--- src/common/icache_pkg.sv ---
`default_nettype none

package icache_pkg;

    // cache geometry
    localparam int NUM_WAYS       = 4;
    localparam int NUM_SETS       = 128;
    localparam int WORDS_PER_LINE = 16;
    localparam int BEATS_PER_LINE = 4;
    localparam int WORDS_PER_BEAT = 4;

    // read burst encodings, four beats of 16 bytes
    localparam logic [7:0] BURST_LEN  = 8'd3;
    localparam logic [2:0] BURST_SIZE = 3'd4;
    localparam logic [1:0] BURST_INCR = 2'b01;

    localparam logic [4:0] EXC_FETCH_ACCESS = 5'd1;

    typedef logic [31:0]         addr_t;
    typedef logic [31:0]         word_t;
    typedef logic [127:0]        beat_t;
    typedef logic [18:0]         tag_t;
    typedef logic [6:0]          set_idx_t;
    typedef logic [3:0]          word_off_t;
    typedef logic [1:0]          way_idx_t;
    typedef logic [NUM_WAYS-1:0] way_vec_t;
    typedef logic [1:0]          beat_idx_t;
    typedef logic [10:0]         data_idx_t;
    typedef logic [2:0]          plru_t;

    typedef struct packed {
        tag_t       tag;
        set_idx_t   set_idx;
        word_off_t  word_off;
        logic [1:0] byte_off;
    } fetch_addr_t;

    typedef struct packed {
        logic valid;
        tag_t tag;
    } tag_entry_t;

    typedef struct packed {
        logic       valid;
        addr_t      addr;
        logic [7:0] len;
        logic [2:0] size;
        logic [1:0] burst;
    } ar_req_t;

    // one refill beat into the data array
    typedef struct packed {
        logic      we;
        way_idx_t  way;
        set_idx_t  set_idx;
        beat_idx_t beat;
        beat_t     data;
    } fill_t;

    typedef enum logic [1:0] {
        S_RUN,
        S_MISS_REQUEST,
        S_REFILL,
        S_REFILL_DONE
    } icache_state_e;

endpackage

`default_nettype wire

--- src/icache/icache_plru.sv ---
`timescale 1ns/10ps
`default_nettype none

module icache_plru
    import icache_pkg::*;
(
    input  wire logic     clk,
    input  wire logic     resetn,

    input  wire logic     touch_i,
    input  wire way_idx_t touch_way_i,

    output way_idx_t      victim_o
);
    plru_t plru_q;

    // bit 2 picks the pair, bit 1 within 0-1, bit 0 within 2-3
    always_ff @(posedge clk or negedge resetn) begin
        if (!resetn) begin
            plru_q <= '0;
        end else if (touch_i) begin
            case (touch_way_i)
                2'd0:    plru_q <= {2'b11, plru_q[0]};
                2'd1:    plru_q <= {2'b10, plru_q[0]};
                2'd2:    plru_q <= {1'b0, plru_q[1], 1'b1};
                default: plru_q <= {1'b0, plru_q[1], 1'b0};
            endcase
        end
    end

    assign victim_o = {plru_q[2], plru_q[2] ? plru_q[0] : plru_q[1]};

    a_touch_known: assert property (@(posedge clk) disable iff (!resetn)
        touch_i |-> !$isunknown(touch_way_i));

endmodule

`default_nettype wire

--- config.mk ---
export PLATFORM = sky130hd
export DESIGN_NAME = icache_plru
export DESIGN_NICKNAME = d
export VERILOG_FILES = /design/src/common/icache_pkg.sv /design/src/icache/icache_plru.sv
export SDC_FILE = /design/constraint.sdc
export NUM_CORES = 1
export LEC_CHECK = 0
export BUFFER_PORTS_ARGS = -buffer_cell sky130_fd_sc_hd__buf_4
export CAP_MARGIN = 40
export CELL_PAD_IN_SITES_DETAIL_PLACEMENT = 0
export CELL_PAD_IN_SITES_GLOBAL_PLACEMENT = 1
export CORE_AREA = 2 2 39 41
export CTS_BUF_LIST = sky130_fd_sc_hd__clkbuf_8
export DETAILED_ROUTE_END_ITERATION = 7
export DIE_AREA = 0 0 41 43
export PLACE_DENSITY = 0.42
export REMOVE_ABC_BUFFERS = 1
export SLEW_MARGIN = 20
export SYNTH_ARGS = -nofsm -noshare
export SYNTH_HDL_FRONTEND = slang
export SYNTH_SLANG_ARGS = --single-unit
--- constraint.sdc ---
create_clock -name clk -period 0.8 [get_ports clk]
set_input_delay 0.08 -clock clk [delete_from_list [all_inputs] [get_ports clk]]
set_output_delay 0.08 -clock clk [all_outputs]
set_load 0.03 [all_outputs]
Yosys cells after proc, flatten, opt, wreduce, memory -nomap -nowiden
Cells that the tools add are included.
- bits in registers: 3
- bits of input ports: 5
- output and inout port bits: 2
- eq/ne operators: 2
- muxes and demuxes: 2
- bitwise gates (word level): 3
- reduce and logical (&&, ||, !) cells: 4
- operator list (cell ; count):
    3-bit one-hot mux with 3 select lines ; 1
    3-bit AND reduction ; 2
    1-bit inverter ; 3
    2-bit by 1-bit == test with 1-bit output (second input constant) ; 1
    2-bit == test (second input constant) ; 1
    2-bit zero test ; 1
    2-bit nonzero test ; 1
    1-bit two-way mux ; 1

Longest topological paths before layout
Gate-level depths: netlist of run 1.
- depth in word-level cells: 3
- mapped depth: 2
- gate-level depth less buffers: 2

Least setup slack after synthesis of run 1
Ideal clock, no wire load.
- path type: flip-flop to output port
- start point: register plru_q[2]
- end point: output victim_o[0]
- arrival time: 1.072 ns
- path slack: -0.352 ns
- stages on the path, launching flop included: 2
- path buffers: 0
- cells stage by stage: dfrtp_1 o21ai_0
- longest elaborated chain between the ends: 1
- ends and longest elaborated chain (element ; RTL line ; source):
    from (decl) ; icache_plru.sv:15 ; plru_t plru_q;
    from (signal assigned) ; icache_plru.sv:23 ; 2'd0: plru_q <= {2'b11, plru_q[0]};
    from (signal assigned) ; icache_plru.sv:24 ; 2'd1: plru_q <= {2'b10, plru_q[0]};
    from (signal assigned) ; icache_plru.sv:25 ; 2'd2: plru_q <= {1'b0, plru_q[1], 1'b1};
    1-bit two-way mux ; icache_plru.sv:31 ; assign victim_o = {plru_q[2], plru_q[2] ? plru_q[0] : plru_q[1]};
    to (decl) ; icache_plru.sv:13 ; output way_idx_t victim_o
Every way passes these cells.

Final worst setup path of run 1
Same ends and word-level chain as after synthesis.

==> metrics.md, run 1 <==
| Metric | Value |
|---|---|
| Sequential share of the synthesized area | 0.541 |
| Most Crowded Layer GR | met4 |
| Area growth from synthesis to layout | 94.6% |
| Average size of a mapped cell | 10.7 sq um |
| Vias after detailed routing | 121 |
| Number of clock sinks seen by CTS | 3 |
| Critical Path End Type | primary output |
| Cell leakage power | 0.000129 uW |
| Critical register-to-register path startpoint | plru_q[2]$_DFFE_PN0P_ |
| Met1 Resource Use GR | 0.0550 |
| Sequential cell area | 75.1 sq um |
| Status | finished with violations |
| VDD IR max | 0.435 mV |
| Multi-input combinational cell area | 56.3 sq um |
| # diodes | 0 |
| Met3 usage | 0.0314 |
| Worst Hold Endpoint | plru_q[1]$_DFFE_PN0P_ |
| Largest register FFs | 3 |
| Drt pass-1 iters | 3 |
| PortBufs | 6 |
| I/O pins | 7 |
| Via density | 3.03 |
| Global-route wire length before repair | 489 microns |
| Clk pin slew, worst setup/hold paths | 0.03 ns |
| Setup repair after global routing missed its margin | yes |
| Hold Crit Class | input pin to register |
| H-tree depth reported by CTS | 1 |
| Nets | 30 |
| TritonCTS clock tree | done |
| Fraction of the cycle the final worst path needs | 1.22 |
| Achievable clock frequency | 1.03 GHz |
| Register with the most flip-flops | plru_q |
| Start point of the worst min-delay path | touch_way_i[0] |
| FF+latch count, synth | 3 |
| Transition at the pin with the smallest max-transition slack | 0.104 ns |
| Average routed wire per standard cell | 7.65 microns |
| FP Rows | 14 |
| Slowest cell on the critical path | dfrtp_1 |
| Share of layout cells above drive strength 1 | 0.500 |
| Count leader, synth | dfrtp_1 |
| Worst path max stage delay | 0.40 ns |
| Number of fill cells | 153 |
| Fraction of registers with async set or reset after synthesis | 1.00 |
| Antenna violations before repair | 0 |
| Clock Root Buffer | clkbuf_8 |
| Main flop type after synthesis | dfrtp_1 |
| Global Route met2 Usage | 0.0406 |
| Insertion delay to the later sink of the worst-skew pair | 0.21 ns |
| CP delay by family, top | flip-flops |
| Global-route usage over all layers | 0.0513 |
| Final Hold Fails | 0 |
| Pin count of the biggest net entering global routing | 6 |
| Number of nets with antenna violations after routing | 0 |
| Number of global-route vias before repair | 114 |
| Netlist cell types | 10 |
| Largest registers in the final layout | plru_q x3 |
| Minimum setup slack in the final design | -0.174 ns |
| Final worst hold slack | 0.0501 ns |
| Total clock buffers created by CTS | 3 |
| Type of the worst setup path | register to primary output |
| Leading post-synthesis cells by cell area | dfrtp_1 54%, nor2b_4 9.9%, a21oi_1 7.2%, mux2i_1 7.2%, buf_4 5.4% |
| Data arrival time of the critical path | 0.89 ns |
| List of most frequent post-synthesis cells | 3 x dfrtp_1, 2 x a21oi_1 |
| Synth Cell Area | 139 sq um |
| Count of flip-flops with a built-in enable after synthesis | 0 |
| Yosys warns | 0 |
| Critical path, cell by cell | o21ai_2 -> buf_6 |
| Required time reported for the critical path endpoint | 0.72 ns |
| Total congestion overflow | 0 |
| Terminus of the critical flop-to-flop path | plru_q[2]$_DFFE_PN0P_ |
| DRC viols | 0 |
| Width of the die | 41 microns |
| Dominant cell type by area after synthesis | dfrtp_1 |
| Number of DRC markers after the initial detailed-route iteration | 5 |
| Core Footprint | 1380 sq um |
| Cell Pwr Density | 2730 nW/um^2 |
| WL final | 306 microns |
| Setup crit start kind | register |
| Pre-CTS setup slack | -0.0138 ns |
| Starting density of the core | 0.100 |
| Hold Path Stages | 2 |
| WP buf/inv | 1 |
| Max-slew headroom | 0.929 |
| Length in cells of the worst reg-to-reg path | 2 |
| Top fanout value on the critical path | 4 |
| Register-to-register path setup slack | 0.13 ns |
| Fin crit period | 0.974 ns |
| Maximum root-to-sink buffer count | 2 |
| Violated checks | setup timing |
| Routability cong. | 0.533 |
| Number of cells produced by synthesis | 13 |
| Synth top area share | 0.541 |
| Total of max-cap violations | 0 |
| Final-report max-slew violation count | 0 |
| Worst clock skew | 0 ns |
| Count of final setup violators | 2 |
| Vertical die dimension | 43 microns |
| Die Outline Area | 1760 sq um |
## cell type report
| type | instances | share of cell area |
|---|---|---|
| Timing Repair Buffer | 8 | 0.259 |
| Inverter | 1 | 0.0139 |
| Clock inverter | 1 | 0.0139 |
| Multi-Input combinational cell | 8 | 0.208 |
| Tap cell | 16 | 0.0741 |
| Sequential cell | 3 | 0.278 |
| Clock buffer | 3 | 0.153 |
## placed cells by master (no fill, tap or decap)
master,count
a21oi_1,2
a31oi_1,1
buf_4,5
buf_6,2
clkbuf_8,3
dfrtp_1,3
dlygate4sd3_1,1
inv_1,2
mux2i_1,1
nand2_1,1
nor2_1,1
nor2b_4,1
o21ai_2,1
## repair_timing
item,4_1_cts,5_1_grt
setup endpoints to repair,2,2
hold buffers,1,0
pin swaps,0,1
setup buffers,1,0
hold endpoints to repair,3,0
gates resized for setup,2,2
## routing by layer
layer,vias to the layer above,share of wire,routed length [microns]
li1,64,-,-
met1,48,0.49,150
met2,7,0.35,108
met3,2,0.14,43
met4,0,0.013,4
met5,-,0,0
## power breakdown
group | internal (uW) | switching (uW)
clock network | 326 | 97.1
registers | 171 | 10.3
logic | 65.8 | 65.9
total | 564 | 173
## per-stage QoR
step / utilization / instances / power [uW] / setup TNS, ns / area [sq um]
finish: 0.195 / 40 / 737 / -0.339 / 270
global route: 0.195 / 40 / 776 / -0.414 / 270
CTS: 0.190 / 40 / 745 / -0.357 / 263
detailed placement: 0.142 / 34 / 288 / -0.0138 / 196
global placement: 0.142 / 34 / 285 / 0 / 196
floorplan: - / 12 / 237 / -0.508 / 131
## kinds of logic after synthesis
kind of cell           Yosys count  share of synthesized area
AO/OA/AOI/OAI                    4                      0.153
buffers and inverters            2                     0.0811
flip-flops                       3                      0.541
multiplexers                     1                     0.0721
AND/OR/NAND/NOR                  3                      0.153
## how the worst max path moves through the flow
stage | slack [ns] | cells past startpoint | endpoint | start
6_report | -0.17 | 2 | victim_o[0] | plru_q[2]$_DFFE_PN0P_
5_1_grt | -0.23 | 3 | victim_o[0] | plru_q[2]$_DFFE_PN0P_
4_1_cts | -0.20 | 2 | victim_o[0] | plru_q[2]$_DFFE_PN0P_
3_5_place_dp | -0.01 | 2 | victim_o[0] | plru_q[2]$_DFFE_PN0P_
3_3_place_gp | 0.007 | 2 | victim_o[0] | plru_q[2]$_DFFE_PN0P_
2_1_floorplan | -0.51 | 1 | victim_o[0] | plru_q[2]$_DFFE_PN0P_
(Power assumes the default switching activity.)
==> inputs of run 2 (changes only) <==
Settings changed: TNS_END_PERCENT set to 50.
==> metrics.md, run 2 (synthesized netlist as in run 1, its figures left out) <==
| Metric | Value |
|---|---|
| Status | finished with violations |
| Violated checks | setup timing |
| I/O pins | 7 |
| Final-report max-slew violation count | 0 |
| Clock Root Buffer | clkbuf_8 |
| FP Rows | 14 |
| Number of clock sinks seen by CTS | 3 |
| Total of max-cap violations | 0 |
| Largest register FFs | 3 |
| Worst clock skew | 0 ns |
| Post-route cell area | 251 sq um |
| Hold Crit Class | input pin to register |
| PortBufs | 6 |
| Area growth from synthesis to layout | 81.1% |
| Final Hold Fails | 0 |
| Nets | 29 |
| Top fanout value on the critical path | 4 |
| Vertical die dimension | 43 microns |
| Vias after detailed routing | 119 |
| Hold Path Stages | 2 |
| Achievable clock frequency | 1.01 GHz |
| VDD IR max | 0.435 mV |
| Average routed wire per standard cell | 7.72 microns |
| Number of nets with antenna violations after routing | 0 |
| Most used cells in the layout excluding fill and tap cells | 6 x buf_4, 3 x clkbuf_8, 3 x dfrtp_1, 2 x inv_1, 2 x a21oi_1 |
| Total clock buffers created by CTS | 3 |
| Fin crit period | 0.986 ns |
| Setup repair after global routing missed its margin | yes |
| Largest registers in the final layout | plru_q x3 |
| Length in cells of the worst reg-to-reg path | 2 |
| Data arrival time of the critical path | 0.91 ns |
| Starting density of the core | 0.100 |
| Width of the die | 41 microns |
| Share of layout cells above drive strength 1 | 0.435 |
| Antenna violations before repair | 0 |
| Register with the most flip-flops | plru_q |
| # diodes | 0 |
| Routability cong. | 0.533 |
| TritonCTS clock tree | done |
| WL final | 301 microns |
| Total congestion overflow | 0 |
| Global-route usage over all layers | 0.0492 |
| Most frequent standard cell in the layout excluding fill and tap cells | buf_4 |
| Transition at the pin with the smallest max-transition slack | 0.104 ns |
| Maximum root-to-sink buffer count | 2 |
| Number of DRC markers after the initial detailed-route iteration | 7 |
| Cell Pwr Density | 2840 nW/um^2 |
| Clk pin slew, worst setup/hold paths | 0.03 ns |
| Cell leakage power | 0.000120 uW |
| Setup crit start kind | register |
| Die Outline Area | 1760 sq um |
| Global-route wire length before repair | 462 microns |
| Insertion delay to the later sink of the worst-skew pair | 0.21 ns |
| DRC viols | 0 |
| H-tree depth reported by CTS | 1 |
| Type of the worst setup path | register to primary output |
| Fin util | 0.182 |
| Number of fill cells | 155 |
| Count of final setup violators | 2 |
| Max-slew headroom | 0.929 |
| Required time reported for the critical path endpoint | 0.72 ns |
| Post-DP Area | 196 sq um |
| Via density | 3.05 |
| Minimum setup slack in the final design | -0.186 ns |
| Fraction of the cycle the final worst path needs | 1.23 |
| Critical Path End Type | primary output |
| Core Footprint | 1380 sq um |
| Pin count of the biggest net entering global routing | 6 |
| Drt pass-1 iters | 2 |
| Number of global-route vias before repair | 108 |
-- run 2: changes by cell type in the layout (fill, tap and decap cells not counted), sizes merged --
cell,previous run,this run
buf,7,6
-- run 2: per-stage QoR --
stage          TNS (ns)  hold slack, ns  worst slack [ns]  total power, uW  instances
2_1_floorplan    -0.508          -0.216            -0.508              237         12
3_3_place_gp          0          -0.129           0.00658              285         34
3_5_place_dp    -0.0138          -0.127           -0.0138              288         34
4_1_cts          -0.278          0.0466            -0.205              735         39
5_1_grt          -0.323          0.0593            -0.236              751         39
6_report         -0.250          0.0501            -0.186              714         39
-- run 2: layer usage --
layer,track usage,wire length [microns],up-vias
met1,0.0548,154,45
met2,0.0344,96,7
li1,-,-,65
met3,0.0314,45,2
met5,0,0,-
met4,0.100,4,0
-- run 2: final cells by class --
cell class | instances | area, sq um | area share
multi-input cells | 8 | 52.6 | 0.209
clock buffers | 3 | 41.3 | 0.164
flip-flops and latches | 3 | 75.1 | 0.299
inverters | 1 | 3.75 | 0.0149
clock inverters | 1 | 3.75 | 0.0149
well taps | 16 | 20.0 | 0.0796
repair buffers | 7 | 55.1 | 0.219
-- run 2: power breakdown --
group          total (uW)  switching (uW)  internal (uW)
Sequential            181            9.58            171
Combinational         109            59.2           50.1
Clock                 424            97.2            326
Total                 714             166            548
-- run 2: path summary, 6_finish.rpt --
check,startpoint,endpoint,slack [ns]
max,plru_q[2]$_DFFE_PN0P_,victim_o[0],-0.19
min,touch_way_i[0],plru_q[1]$_DFFE_PN0P_,0.05
max reg2reg,plru_q[2]$_DFFE_PN0P_,plru_q[2]$_DFFE_PN0P_,0.14
min reg2reg,plru_q[1]$_DFFE_PN0P_,plru_q[1]$_DFFE_PN0P_,0.52
max in group asynchronous,resetn,plru_q[0]$_DFFE_PN0P_,0.51
min in group asynchronous,resetn,plru_q[1]$_DFFE_PN0P_,0.20
-- run 2: critical path, stage by stage, from the launching register on --
cell and delay, ns:
dfrtp_1 0.39, o21ai_1 0.13, buf_4 0.17
-- run 2: repair_timing --
item / CTS / global route
hold buffers: 1 / 0
setup endpoints to repair: 2 / 2
resized for setup: 1 / 0
buffers inserted: 0 / 0
endpoints found under the hold margin: 3 / 0
