### src/common/icache_pkg.sv
`default_nettype none

package icache_pkg;

    // cache geometry
    localparam int NUM_WAYS       = 4;
    localparam int NUM_SETS       = 128;
    localparam int WORDS_PER_LINE = 16;
    localparam int BEATS_PER_LINE = 4;
    localparam int WORDS_PER_BEAT = 4;

    // read burst encodings, four beats of 16 bytes
    localparam logic [7:0] BURST_LEN  = 8'd3;
    localparam logic [2:0] BURST_SIZE = 3'd4;
    localparam logic [1:0] BURST_INCR = 2'b01;

    localparam logic [4:0] EXC_FETCH_ACCESS = 5'd1;

    typedef logic [31:0]         addr_t;
    typedef logic [31:0]         word_t;
    typedef logic [127:0]        beat_t;
    typedef logic [18:0]         tag_t;
    typedef logic [6:0]          set_idx_t;
    typedef logic [3:0]          word_off_t;
    typedef logic [1:0]          way_idx_t;
    typedef logic [NUM_WAYS-1:0] way_vec_t;
    typedef logic [1:0]          beat_idx_t;
    typedef logic [10:0]         data_idx_t;
    typedef logic [2:0]          plru_t;

    typedef struct packed {
        tag_t       tag;
        set_idx_t   set_idx;
        word_off_t  word_off;
        logic [1:0] byte_off;
    } fetch_addr_t;

    typedef struct packed {
        logic valid;
        tag_t tag;
    } tag_entry_t;

    typedef struct packed {
        logic       valid;
        addr_t      addr;
        logic [7:0] len;
        logic [2:0] size;
        logic [1:0] burst;
    } ar_req_t;

    // one refill beat into the data array
    typedef struct packed {
        logic      we;
        way_idx_t  way;
        set_idx_t  set_idx;
        beat_idx_t beat;
        beat_t     data;
    } fill_t;

    typedef enum logic [1:0] {
        S_RUN,
        S_MISS_REQUEST,
        S_REFILL,
        S_REFILL_DONE
    } icache_state_e;

endpackage

`default_nettype wire

### src/icache/icache_ctrl.sv
`timescale 1ns/10ps
`default_nettype none

module icache_ctrl
    import icache_pkg::*;
(
    input  wire logic       clk,
    input  wire logic       resetn,

    input  wire logic       req_i,
    input  wire addr_t      addr_i,
    output logic            mem_ready_o,
    input  wire logic       instr_ready_i,
    output word_t           instr_o,
    output logic            instr_valid_o,
    output logic            exc_valid_o,
    output logic [4:0]      exc_code_o,

    input  wire way_vec_t   hit_i,
    input  wire logic       all_valid_i,
    input  wire way_idx_t   first_invalid_i,
    input  wire way_idx_t   victim_i,
    input  wire word_t      rd_word_i,

    output logic            rd_en_o,
    output data_idx_t       rd_idx_o,
    output tag_t            req_tag_o,
    output fill_t           fill_o,
    output logic            tag_we_o,
    output tag_entry_t      tag_wr_o,
    output way_idx_t        tag_way_o,
    output set_idx_t        tag_set_o,
    output logic            touch_o,
    output way_idx_t        touch_way_o,

    input  wire logic       arready_i,
    output ar_req_t         ar_o,
    input  wire logic       rvalid_i,
    input  wire beat_t      rdata_i,
    input  wire logic [1:0] rresp_i,
    output logic            rready_o
);
    icache_state_e state_q;
    logic          req_q;
    logic          err_q;
    beat_idx_t     beat_q;
    fetch_addr_t   addr_q;
    fetch_addr_t   addr_in;
    way_idx_t      fill_way_q;
    word_t         word_q;
    way_idx_t      hit_way;
    logic          hit;
    logic          miss;
    logic          stall;
    logic          accept;
    logic          beat_take;

    assign addr_in   = fetch_addr_t'(addr_i);
    assign hit       = (state_q == S_RUN) && req_q && (|hit_i);
    assign miss      = (state_q == S_RUN) && req_q && !(|hit_i);
    assign stall     = instr_valid_o && !instr_ready_i;
    assign beat_take = (state_q == S_REFILL) && rvalid_i;

    // no new lookup while a word waits or a miss is pending
    assign mem_ready_o = (state_q == S_RUN) && !miss && !stall;
    assign accept      = req_i && mem_ready_o;

    always_comb begin
        hit_way = '0;
        for (int w = 0; w < NUM_WAYS; w++) begin
            if (hit_i[w]) begin
                hit_way = way_idx_t'(w);
            end
        end
    end

    always_ff @(posedge clk or negedge resetn) begin
        if (!resetn) begin
            state_q <= S_RUN;
            req_q   <= 1'b0;
            err_q   <= 1'b0;
            beat_q  <= '0;
        end else begin
            case (state_q)
                S_RUN: begin
                    if (miss) begin
                        state_q <= S_MISS_REQUEST;
                    end else if (!stall) begin
                        req_q <= accept;
                    end
                end
                S_MISS_REQUEST: begin
                    if (arready_i) begin
                        state_q <= S_REFILL;
                        beat_q  <= '0;
                        err_q   <= 1'b0;
                    end
                end
                S_REFILL: begin
                    if (rvalid_i) begin
                        beat_q <= beat_q + 1'b1;
                        err_q  <= err_q | (rresp_i != 2'b00);
                        if (beat_q == beat_idx_t'(BEATS_PER_LINE - 1)) begin
                            state_q <= S_REFILL_DONE;
                        end
                    end
                end
                S_REFILL_DONE: begin
                    // drop the request so stale tags are not compared again
                    if (instr_ready_i) begin
                        state_q <= S_RUN;
                        req_q   <= 1'b0;
                    end
                end
                default: state_q <= S_RUN;
            endcase
        end
    end

    always_ff @(posedge clk) begin
        if (accept) begin
            addr_q <= addr_in;
        end
        if (miss) begin
            fill_way_q <= all_valid_i ? victim_i : first_invalid_i;
        end
        // requested word comes in on beat word_off[3:2]
        if (beat_take && (addr_q.word_off[3:2] == beat_q)) begin
            word_q <= rdata_i[addr_q.word_off[1:0]*32 +: 32];
        end
    end

    always_comb begin
        instr_valid_o = 1'b0;
        exc_valid_o   = 1'b0;
        instr_o       = rd_word_i;
        if (state_q == S_RUN) begin
            instr_valid_o = hit;
        end else if (state_q == S_REFILL_DONE) begin
            instr_valid_o = !err_q;
            exc_valid_o   = err_q;
            instr_o       = word_q;
        end
    end

    assign exc_code_o = exc_valid_o ? EXC_FETCH_ACCESS : 5'd0;

    assign rd_en_o   = accept;
    assign rd_idx_o  = {addr_in.set_idx, addr_in.word_off};
    assign req_tag_o = addr_q.tag;

    assign fill_o = '{we: beat_take, way: fill_way_q, set_idx: addr_q.set_idx,
                      beat: beat_q, data: rdata_i};

    // a failed refill leaves the way invalid
    assign tag_we_o  = (state_q == S_REFILL_DONE) && instr_ready_i;
    assign tag_wr_o  = '{valid: !err_q, tag: addr_q.tag};
    assign tag_way_o = fill_way_q;
    assign tag_set_o = addr_q.set_idx;

    assign touch_o     = instr_valid_o && instr_ready_i;
    assign touch_way_o = (state_q == S_RUN) ? hit_way : fill_way_q;

    assign ar_o = '{valid: state_q == S_MISS_REQUEST,
                    addr: {addr_q.tag, addr_q.set_idx, 6'h00},
                    len: BURST_LEN, size: BURST_SIZE, burst: BURST_INCR};

    assign rready_o = (state_q == S_REFILL);

    // fetch unit sees a word or an exception, never both
    a_resp_excl: assert property (@(posedge clk) disable iff (!resetn)
        !(instr_valid_o && exc_valid_o));

    a_ar_hold: assert property (@(posedge clk) disable iff (!resetn)
        ar_o.valid && !arready_i |=> ar_o.valid && $stable(ar_o.addr));

    // tag array must never hold one line in two ways
    a_hit_onehot: assert property (@(posedge clk) disable iff (!resetn)
        (state_q == S_RUN) && req_q |-> $onehot0(hit_i));

endmodule

`default_nettype wire

### config.mk
export PLATFORM = sky130hd
export DESIGN_NAME = icache_ctrl
export DESIGN_NICKNAME = d
export VERILOG_FILES = /design/src/common/icache_pkg.sv /design/src/icache/icache_ctrl.sv
export SDC_FILE = /design/constraint.sdc
export NUM_CORES = 1
export LEC_CHECK = 0
export BUFFER_PORTS_ARGS = -buffer_cell sky130_fd_sc_hd__buf_4
export CAP_MARGIN = 25
export CORE_AREA = 10 10 185 187
export CTS_CLUSTER_DIAMETER = 40
export DETAILED_ROUTE_END_ITERATION = 8
export DIE_AREA = 0 0 195 197
export PLACE_DENSITY = 0.45
export SETUP_SLACK_MARGIN = 0.1
export SLEW_MARGIN = 20
export SYNTH_ARGS = -nofsm -noshare
export SYNTH_HDL_FRONTEND = slang
export SYNTH_SLANG_ARGS = --single-unit
### constraint.sdc
create_clock -name clk -period 2.15 [get_ports clk]
set_input_delay 0.215 -clock clk [delete_from_list [all_inputs] [get_ports clk]]
set_output_delay 0.215 -clock clk [all_outputs]
set_load 0.02 [all_outputs]
=== Word level (Yosys, flattened, before mapping) ===
Cells that the tools add are included.

* Output and inout bits: 291
* Flip-flop bits (word level): 70
* Input port bits: 209

* Equal/unequal tests: 12
* Shift operators: 1
* Bitwise gates (word level): 1
* Add/sub/neg operators: 1
* Muxes and demuxes: 28
* Reductions and logical operators: 24

{| class="wikitable"
|+ Operators with widths
! operator !! number
|-
| $shiftx 128x8->32 || 1
|-
| $mux 32 || 2
|-
| $mux 2 || 11
|-
| $ne 2x2->1 const B || 6
|-
| $logic_and 1x1->1 || 11
|-
| $mux 1 || 11
|-
| $pmux 2 s4 || 1
|-
| $eq 2x2->1 const B || 3
|-
| $reduce_bool 2->1 || 3
|-
| $logic_not 1->1 || 5
|-
| $reduce_and 5->1 || 1
|-
| $pmux 1 s2 || 2
|-
| $pmux 2 s2 || 1
|-
| $reduce_and 4->1 || 1
|-
| $reduce_or 4->1 || 1
|-
| $reduce_and 3->1 || 1
|-
| $add 2x1->2 const B || 1
|-
| $eq 2x1->1 const B || 1
|-
| $eq 2x2->1 || 1
|-
| $logic_not 2->1 || 1
|-
| $ne 2x1->1 const B || 1
|-
| $or 1x1->1 || 1
|}

=== Depth between registers and ports, before layout ===
Gate-level depths: netlist of run 1.

* Word-level depth: 11
* Depth in mapped cells: 7

=== Least setup slack after synthesis of run 1 ===
OpenSTA, ideal clock, no wires.

* Kind: reg-to-reg
* From: register state_q[0]
* To: register addr_q[2] (netlist bit), enable pin
* Slack: -0.178 ns
* Cell stages (with the launch flop): 5
* Setup time: 0.397 ns
* Required time: 1.753 ns
* Arrival: 1.931 ns
* Period minus slack after synthesis: 2.328 ns
* Cells stage by stage: dfrtp_1 inv_1 ha_1 clkbuf_1 and3_1

* Cells in the longest elaborated chain, start to end: 8
* Elaborated cells between the ends (all ways): 13
* Those cells by class: eq/ne (1); mux (2); reduce/logical (10)

{| class="wikitable"
|+ RTL lines
! element !! line !! text
|-
| start, declared || icache_ctrl.sv:43 || <nowiki>icache_state_e state_q;</nowiki>
|-
| start signal, assigned || icache_ctrl.sv:79 || <nowiki>state_q <= S_RUN;</nowiki>
|-
| start signal, assigned || icache_ctrl.sv:87 || <nowiki>state_q <= S_MISS_REQUEST;</nowiki>
|-
| start signal, assigned || icache_ctrl.sv:94 || <nowiki>state_q <= S_REFILL;</nowiki>
|-
| $logic_not 2->1 || -- ||
|-
| $logic_and 1x1->1 || icache_ctrl.sv:59, icache_ctrl.sv:60 ||
|-
| $logic_and 1x1->1 || icache_ctrl.sv:59 || <nowiki>assign hit = (state_q == S_RUN) && req_q && (|hit_i);</nowiki>
|-
| $mux 1 || icache_ctrl.sv:137 || <nowiki>if (state_q == S_RUN) begin</nowiki>
|-
| $logic_and 1x1->1 || icache_ctrl.sv:61 || <nowiki>assign stall = instr_valid_o && !instr_ready_i;</nowiki>
|-
| $logic_not 1->1 || -- ||
|-
| $logic_and 1x1->1 * || icache_ctrl.sv:65 || <nowiki>assign mem_ready_o = (state_q == S_RUN) && !miss && !stall;</nowiki>
|-
| $logic_and 1x1->1 * || icache_ctrl.sv:66 || <nowiki>assign accept = req_i && mem_ready_o;</nowiki>
|-
| named net rd_en_o || icache_ctrl.sv:25 || <nowiki>output logic rd_en_o,</nowiki>
|-
| end signal, assigned || icache_ctrl.sv:122 || <nowiki>addr_q <= addr_in;</nowiki>
|-
| end, declared || icache_ctrl.sv:47 || <nowiki>fetch_addr_t addr_q;</nowiki>
|}

The timed path passes the listed nets; every way through them passes the cells marked *.
A chain may end at the register's enable or synchronous reset.

=== Final worst setup path of run 1 ===
* From: register state_q[0]
* To: output port instr_o[23]

* Cells in the longest elaborated chain, start to end: 3
* Elaborated cells between the ends (all ways): 4
* Those cells by class: eq/ne (1); mux (2); reduce/logical (1)

{| class="wikitable"
|+ RTL lines
! element !! line !! text
|-
| $eq 2x2->1 || icache_ctrl.sv:139 || <nowiki>end else if (state_q == S_REFILL_DONE) begin</nowiki>
|-
| $mux 32 || icache_ctrl.sv:139 ||
|-
| $mux 32 * || icache_ctrl.sv:137 ||
|-
| end, declared || icache_ctrl.sv:14 || <nowiki>output word_t instr_o,</nowiki>
|}

Mark *: on every way between the ends. The rest lies on a longest branch, timed or not.

==> impl_metrics.toml, run 1 <==
[sta]
post-route-period-util_pct = 99.0
fin_ws_ns = 0.0216
finalSetupViolations = 0
fin_setup_tns_ns = 0
hold_viol_final = 0
fmax_mhz = 470
skew_ns = 0.0120
period_needed_ns = 2.13
drv_slew = 0
rsz0062_at_grt = "yes"

[route]
routed_wl_um = 23600
ant_nets = 0
drt-pass1-iter-count = 6
initialDrtViolationCount = 81
route.detailed.drc = 0
vias = 4085
via_per_inst = 3.61
wire_per_inst_um = 20.9

[clock_network]
cts_buffers = 9
clkLatencyLatePin_ns = 0.34
cts_num_sinks = 70
cts.clk_slew.worst_paths_ns = 0.07
clock-root-buffer = "clkbuf_16"
clk_path_buf_depth = 2
cts_tree = "done"
htreeDepth = 3

[yosys]
ys_seq_area_share_pct = 37.8
ys_ff_latch = 70
yosys_warnings = 0
yosysTopAreaCell = "edfxtp_1"
synth_area_leaders = "edfxtp_1 35%, buf_4 34%, mux4_2 13%"
synth-edff-count = 64
syn_area_per_cell_um2 = 12.1
yosysTopAreaCellShare_pct = 35.0
yosys_most_used_dff = "edfxtp_1"
synth.distinct_cells = 34
syn_inst = 452
synthArstFlopShare_pct = 8.57
synth.cell_area_um2 = 5490

[power_and_ir_drop]
vdd_drop_max_uv = 320
p_leak_nw = 3.99
cellPowerDensity_nw_per_um2 = 911

[die]
coreArea_um2 = 30400
die_y_um = 197
num_io_pins = 500
start_util_pct = 18.0
dieArea_um2 = 38400
die_w_um = 195
rows = 64

[cells_and_area]
fin_nets = 944
antenna_cells = 0
final_common_cell = "buf_4"
drive_gt1_share_pct = 81.6
final_area_um2 = 8680
area_growth_pct = 58.2
fin_cells = 1131
final_cell_mix = "454 x buf_4, 64 x edfxtp_1, 37 x buf_6, 32 x mux4_2, 28 x mux2_4"
fillerInstances = 3173

[flow_run]
maxCapViolCount = 0

[status]
status = "completed"

[global_route]
antenna_found_initial = 0
grt_max_degree = 30
grt_pass1_wl_um = 32300
grt_pass1_vias = 4850
grt_usage_pct = 11.2
gr-total-overflow = 0

[placed_design]
portBuffers = 474
pre_cts_slack_ns = 0.275
place_inst = 1098
dp_hpwl_um = 20100
globalplace.congestion = 0.709
place_area_um2 = 7870

[critical_path]
crit_path_cell_trace = "inv_2 -> ha_4 -> nor2b_4 -> buf_6 -> buf_12 -> buf_16 -> mux2_4 -> buf_6"
end_kind = "primary output"
crit_required_ns = 1.93
worstPathArrival_ns = 1.91
crit_cells = 8
critical_path_class = "flop to primary output"
reg2reg_depth = 7
path_delay_family = "buffers and inverters"
critical_path.max_stage_delay_ns = 0.41
cp_slowest_cell = "dfrtp_2"
crit_top_cell = "buf_6"
crit_buf_inv = 5
path_max_fanout = 8
critPathLaunchType = "flop"

[worst_hold_path]
min_path_cells = 1
hold_path.class = "input port to flop"
flip-flops by register name (all words and copies together), names as in the netlist:
name	count
word_q	32
req_q	1
req_tag_o	19
tag_set_o	7
err_q	1
beat_q	2
addr_q	4
state_q	2
tag_way_o	2
cell type report:
| type | count | area (um2) | area share [%] |
|---|---|---|---|
| Clock inverter | 6 | 70.1 | 0.807 |
| Tap cell | 396 | 495 | 5.71 |
| Inverter | 9 | 38.8 | 0.447 |
| Multi-Input combinational cell | 138 | 1710 | 19.7 |
| Timing Repair Buffer | 502 | 4060 | 46.7 |
| Clock buffer | 10 | 239 | 2.75 |
| Sequential cell | 70 | 2070 | 23.9 |
worst register-to-register path, cell delays in order (launching register included):
cell	delay, ns
dfrtp_2	0.44
inv_2	0.09
buf_4	0.11
buf_4	0.09
ha_1	0.34
and2_1	0.22
and3_2	0.26
buf_12	0.18
cell usage after synthesis (all sizes together) (2+ instances only):
cell type and count:
buf 255, edfxtp 64, mux2 35, mux4 32, inv 9, a21oi 7, dfrtp 6, ha 5
and2 4, nor2 4, o21ai 4, and3 3, nand2 3, nand2b 3, conb 2, nand3 2
nor2b 2, o22ai 2, xnor2 2
worst paths after layout:
| kind | startpoint | endpoint | slack, ns |
|---|---|---|---|
| max in group asynchronous | resetn | state_q[1] | 1.77 |
| min reg2reg | state_q[1] | state_q[1] | 0.57 |
| max reg2reg | state_q[0] | word_q[10] | 0.12 |
| max | state_q[0] | instr_o[23] | 0.02 |
| min in group asynchronous | resetn | req_q | 0.24 |
| min | addr_i[26] | req_tag_o[13] | 0.05 |
cell families after synthesis:
family	count (synthesis)	synth area share [%]
other cells	2	0.137
simple gates	22	2.49
fa+ha+maj	5	1.14
buf+inv	265	35.5
xor+xnor	2	0.319
compound gates	18	2.17
flops	70	37.8
mux	68	20.5
per-stage QoR:
step / power, mW / util (%) / hold slack, ns
after detailed placement: 5.56 / 25.9 / 0.0355
after floorplan: 4.23 / - / -0.0806
final: 7.91 / 28.5 / 0.0480
after CTS: 7.64 / 27.6 / 0.0232
after global routing: 8.35 / 28.5 / 0.0255
after global placement: 5.57 / 25.9 / 0.0383
routing by layer:
layer / GRT usage [%] / share of wire [%] / vias to the layer above
met2: 20.8 / 54 / 285
met1: 11.2 / 35 / 1915
met4: 2.21 / 0.66 / 0
met5: 0 / 0 / -
li1: - / - / 1878
met3: 4.99 / 10 / 7
repair_timing:
action | CTS | global route
gates resized for setup | 19 | 63
endpoints found under the setup margin | 37 | 38
hold buffers | 1 | 0
setup buffers | 8 | 5
endpoints found under the hold margin | 6 | 0
pin swaps | 0 | 4
cloned | 2 | 1
report_power, final:
part           internal (mW)  total (mW)  switching [mW]  leakage (nW)
Combinational           2.26        4.41            2.15          3.20
Sequential              1.74        1.90           0.163         0.652
Clock                  0.938        1.60           0.663         0.141
(Power assumes the default switching activity.)
==> inputs of run 2 (changes only) <==
CORE_AREA = 8 8 188 190   (was 10 10 185 187)
DIE_AREA = 0 0 196 198   (was 0 0 195 197)
PLACE_DENSITY = 0.43   (was 0.45)
==> run 2 against run 1 <==
Net effect: count of clock-buffer cells in the layout stayed put; global-route usage is 0.094 points higher; first-iteration DRC count is 22% higher; routed wire length is 1.2% lower; non-clock buffer count is 10 lower; via count is 1.5% higher; register-to-register slack better by 0.13 ns; cell area is 1.2% lower; flip-flop and latch count stayed put; cell count is 0.18% higher; sequential share of layout area is 0.28 points higher; largest power group unchanged.
==> impl_metrics.toml, run 2 (synthesis gave the netlist of run 1 again) <==
[route]
wire_per_inst_um = 20.6
drt-pass1-iter-count = 4
via_per_inst = 3.66
ant_nets = 0
initialDrtViolationCount = 99
routed_wl_um = 23300
vias = 4145
route.detailed.drc = 0

[critical_path]
crit_required_ns = 1.93
critPathLaunchType = "flop"
critical_path_class = "flop to primary output"
path_max_fanout = 16
end_kind = "primary output"
r2r_slack_ns = 0.25
worstPathArrival_ns = 1.92

[die]
die_y_um = 198
coreArea_um2 = 32200
rows = 66
start_util_pct = 17.0
die_w_um = 196
num_io_pins = 500
dieArea_um2 = 38800

[sta]
finalSetupViolations = 0
fin_ws_ns = 0.0148
post-route-period-util_pct = 99.3
rsz0062_at_grt = "yes"
hold_viol_final = 0
period_needed_ns = 2.14
fmax_mhz = 468
skew_ns = 0.00845
drv_slew = 0

[clock_network]
cts_num_sinks = 70
cts_buffers = 9
cts_tree = "done"
clock-root-buffer = "clkbuf_16"
cts.clk_slew.worst_paths_ns = 0.06
clkLatencyLatePin_ns = 0.34
clk_path_buf_depth = 2
htreeDepth = 3

[global_route]
grt_pass1_wl_um = 32300
antenna_found_initial = 0
grt_max_degree = 33
grt_pass1_vias = 4858
gr-total-overflow = 0
grt_usage_pct = 11.3

[cells_and_area]
final_cell_mix = "457 x buf_4, 64 x edfxtp_1, 32 x mux4_2, 23 x conb_1, 22 x buf_6"
fin_nets = 934
largest_register_ffs = 32
area_growth_pct = 56.3
final_common_cell = "buf_4"
largest-register = "word_q"
final_area_um2 = 8580
antenna_cells = 0
fin_cells = 1133
drive_gt1_share_pct = 81.1

[placed_design]
portBuffers = 474
pre_cts_slack_ns = 0.277
place_inst = 1106
place_area_um2 = 7860
dp_hpwl_um = 20100
globalplace.congestion = 0.837

[power_and_ir_drop]
vdd_drop_max_uv = 335
cellPowerDensity_nw_per_um2 = 915
p_leak_nw = 3.91

[flow_run]
maxCapViolCount = 0

[worst_hold_path]
hold_path.class = "input port to flop"

[status]
status = "completed"
-- run 2: worst paths after layout --
| check | cells past startpoint | to | from |
|---|---|---|---|
| worst max register to register | 6 | word_q[23] | state_q[0] |
| worst min-delay path | 1 | req_tag_o[3] | addr_i[16] |
| worst min register to register | 1 | state_q[1] | state_q[1] |
| worst max-delay path | 7 | instr_o[4] | state_q[0] |
| min in group asynchronous | 2 | beat_q[1] | resetn |
| max in group asynchronous | 2 | state_q[1] | resetn |
-- run 2: timing repair --
action                                  4_1_cts  5_1_grt
hold buffers                                  1        0
setup buffers                                 5        3
gates resized for setup                      44       12
endpoints found under the setup margin       37       37
cloned                                        2        0
hold endpoints to repair                      6        0
pin swaps                                     0        2
-- run 2: layout make-up --
| type | count | area [um2] |
|---|---|---|
| Clock buffer | 10 | 229 |
| Sequential cell | 70 | 2070 |
| Inverter | 9 | 33.8 |
| Fill cell | 3419 | 23600 |
| Tap cell | 408 | 510 |
| Timing Repair Buffer | 492 | 3950 |
| Clock inverter | 6 | 110 |
| Multi-Input combinational cell | 138 | 1670 |
-- run 2: where the power goes --
part,total (mW),switching (mW),internal [mW]
Combinational,4.19,2.03,2.16
Sequential,1.90,0.164,1.74
Clock,1.76,0.628,1.13
-- run 2: routing by layer --
layer	vias up	share of wire [%]	track usage [%]
met2	304	51	20.5
met3	20	11	5.25
met1	1966	35	11.3
met5	-	0	0
li1	1855	-	-
met4	0	2.4	3.59
-- run 2: metrics by stage --
step | power, mW | utilization [%] | hold slack (ns) | TNS, ns
floorplan | 4.23 | - | -0.0806 | 0
global placement | 5.52 | 24.4 | 0.0353 | 0
detailed placement | 5.52 | 24.4 | 0.0353 | 0
CTS | 7.90 | 26.4 | 0.0260 | -1.07
global route | 8.29 | 26.6 | 0.0270 | -1.43
finish | 7.85 | 26.6 | 0.0527 | 0
-- run 2: worst max-delay path, stage by stage (launching register included) --
cell and delay [ns]:
dfrtp_2 0.41, inv_2 0.06, ha_4 0.17, nor2b_4 0.12
buf_12 0.14, buf_16 0.15, mux2_2 0.35, buf_4 0.16
==> inputs of run 3 (changes only) <==
CTS_BUF_LIST = sky130_fd_sc_hd__clkbuf_16   (was not set)
==> run 3 against run 2 <==
Net effect: cell count stayed put; global-route usage stayed put; critical path depth stayed put; die area stayed put; power hardly changed; routed wire length hardly changed.
==> impl_metrics.toml, run 3 (synthesis gave the netlist of run 1 again) <==
[clock_network]
clk_path_buf_depth = 2
htreeDepth = 3
cts_buffers = 9
clock-root-buffer = "clkbuf_16"
cts.clk_slew.worst_paths_ns = 0.06
cts_tree = "done"
cts_num_sinks = 70
clkLatencyLatePin_ns = 0.34

[route]
route.detailed.drc = 0
initialDrtViolationCount = 99
drt-pass1-iter-count = 4
routed_wl_um = 23300
ant_nets = 0
via_per_inst = 3.66
vias = 4145
wire_per_inst_um = 20.6

[die]
rows = 66
num_io_pins = 500
start_util_pct = 17.0
die_w_um = 196
dieArea_um2 = 38800
die_y_um = 198
coreArea_um2 = 32200

[critical_path]
crit_path_cell_trace = "inv_2 -> ha_4 -> nor2b_4 -> buf_12 -> buf_16 -> mux2_2 -> buf_4"
crit_required_ns = 1.93
critical_path_class = "flop to primary output"
critPathLaunchType = "flop"
cp_slowest_cell = "dfrtp_2"
worstPathArrival_ns = 1.92
path_delay_family = "buffers and inverters"
critical_path.max_stage_delay_ns = 0.41
crit_buf_inv = 4
path_max_fanout = 16
end_kind = "primary output"

[sta]
fmax_mhz = 468
finalSetupViolations = 0
post-route-period-util_pct = 99.3
drv_slew = 0
rsz0062_at_grt = "yes"
hold_viol_final = 0
period_needed_ns = 2.14
skew_ns = 0.00845

[cells_and_area]
fin_nets = 934
drive_gt1_share_pct = 81.1
largest_register_ffs = 32
area_growth_pct = 56.3
largest-register = "word_q"
antenna_cells = 0
final_area_um2 = 8580
final_cell_mix = "457 x buf_4, 64 x edfxtp_1, 32 x mux4_2, 23 x conb_1, 22 x buf_6"
regArea_um2 = 2070
final_common_cell = "buf_4"
fillerInstances = 3419
multi_input_area_um2 = 1670

[global_route]
grt_use_met3_pct = 5.25
grtUsageMet2_pct = 20.5
grt_max_degree = 33
grt_usage_pct = 11.3
antenna_found_initial = 0
gr-total-overflow = 0
use_met1_pct = 11.3
grt_pass1_wl_um = 32300
grt_pass1_vias = 4858
top_usage_layer = "met2"

[power_and_ir_drop]
p_seq_share_pct = 24.2
power.internal_mw = 5.02
vdd_drop_max_uv = 335
power_mw = 7.85
p_leak_nw = 3.92
clockPowerShare_pct = 22.4
swShare_pct = 36.0
p_sw_mw = 2.83
cellPowerDensity_nw_per_um2 = 915
combPwrFrac_pct = 53.4

[placed_design]
globalplace.congestion = 0.837
dp_hpwl_um = 20100
place_area_um2 = 7860
portBuffers = 474

[status]
status = "completed"

[flow_run]
maxCapViolCount = 0

[worst_hold_path]
hold_path.class = "input port to flop"
-- run 3: changes by cell type in the layout (fill, tap and decap cells not counted), sizes merged --
cell    delta
inv        +1
clkbuf     -1
-- run 3: worst paths after layout --
path / from / to / slack [ns] / cells after the start
max in group asynchronous: resetn / state_q[1] / 1.79 / 2
hold / removal: addr_i[16] / req_tag_o[3] / 0.05 / 1
setup reg to reg: state_q[0] / word_q[23] / 0.25 / 6
setup / recovery: state_q[0] / instr_o[4] / 0.01 / 7
hold reg to reg: state_q[1] / state_q[1] / 0.58 / 1
min in group asynchronous: resetn / beat_q[1] / 0.23 / 2
-- run 3: repair_timing --
item	CTS	global route
cloned	2	0
buffers inserted	5	3
pin swaps	0	2
gates resized for setup	44	12
hold buffers	1	0
hold endpoints to repair	6	0
setup endpoints to repair	37	37
-- run 3: cell type report --
cell class | count | share of cell area (%)
multi-input combinational | 138 | 19.5
inverter | 9 | 0.394
clock buffer | 9 | 2.63
timing repair buffer | 492 | 46.1
clock inverter | 7 | 1.33
sequential | 70 | 24.2
tap | 408 | 5.95
-- run 3: stage by stage --
step | TNS (ns) | worst slack, ns | hold WS [ns] | std cells | utilization, %
after floorplan | 0 | 0.190 | -0.0806 | 473 | -
after global placement | 0 | 0.281 | 0.0353 | 1106 | 24.4
after detailed placement | 0 | 0.277 | 0.0353 | 1106 | 24.4
after CTS | -1.07 | -0.0576 | 0.0260 | 1130 | 26.4
after global routing | -1.43 | -0.0609 | 0.0270 | 1133 | 26.6
final | 0 | 0.0148 | 0.0527 | 1133 | 26.6
-- run 3: routing by layer --
| metal | routed length (um) | up-vias | part of all wire, % |
|---|---|---|---|
| li1 | - | 1855 | - |
| met1 | 8210 | 1966 | 35 |
| met2 | 12000 | 304 | 51 |
| met3 | 2580 | 20 | 11 |
| met4 | 548 | 0 | 2.4 |
| met5 | 0 | - | 0 |
-- run 3: power by group through the flow --
stage,logic [mW],registers (mW),clock network [mW]
after detailed placement,3.61,1.91,0
after global routing,4.46,1.92,1.91
after CTS,4.14,1.89,1.86
final,4.19,1.90,1.76
after floorplan,2.36,1.88,0
after global placement,3.62,1.90,0
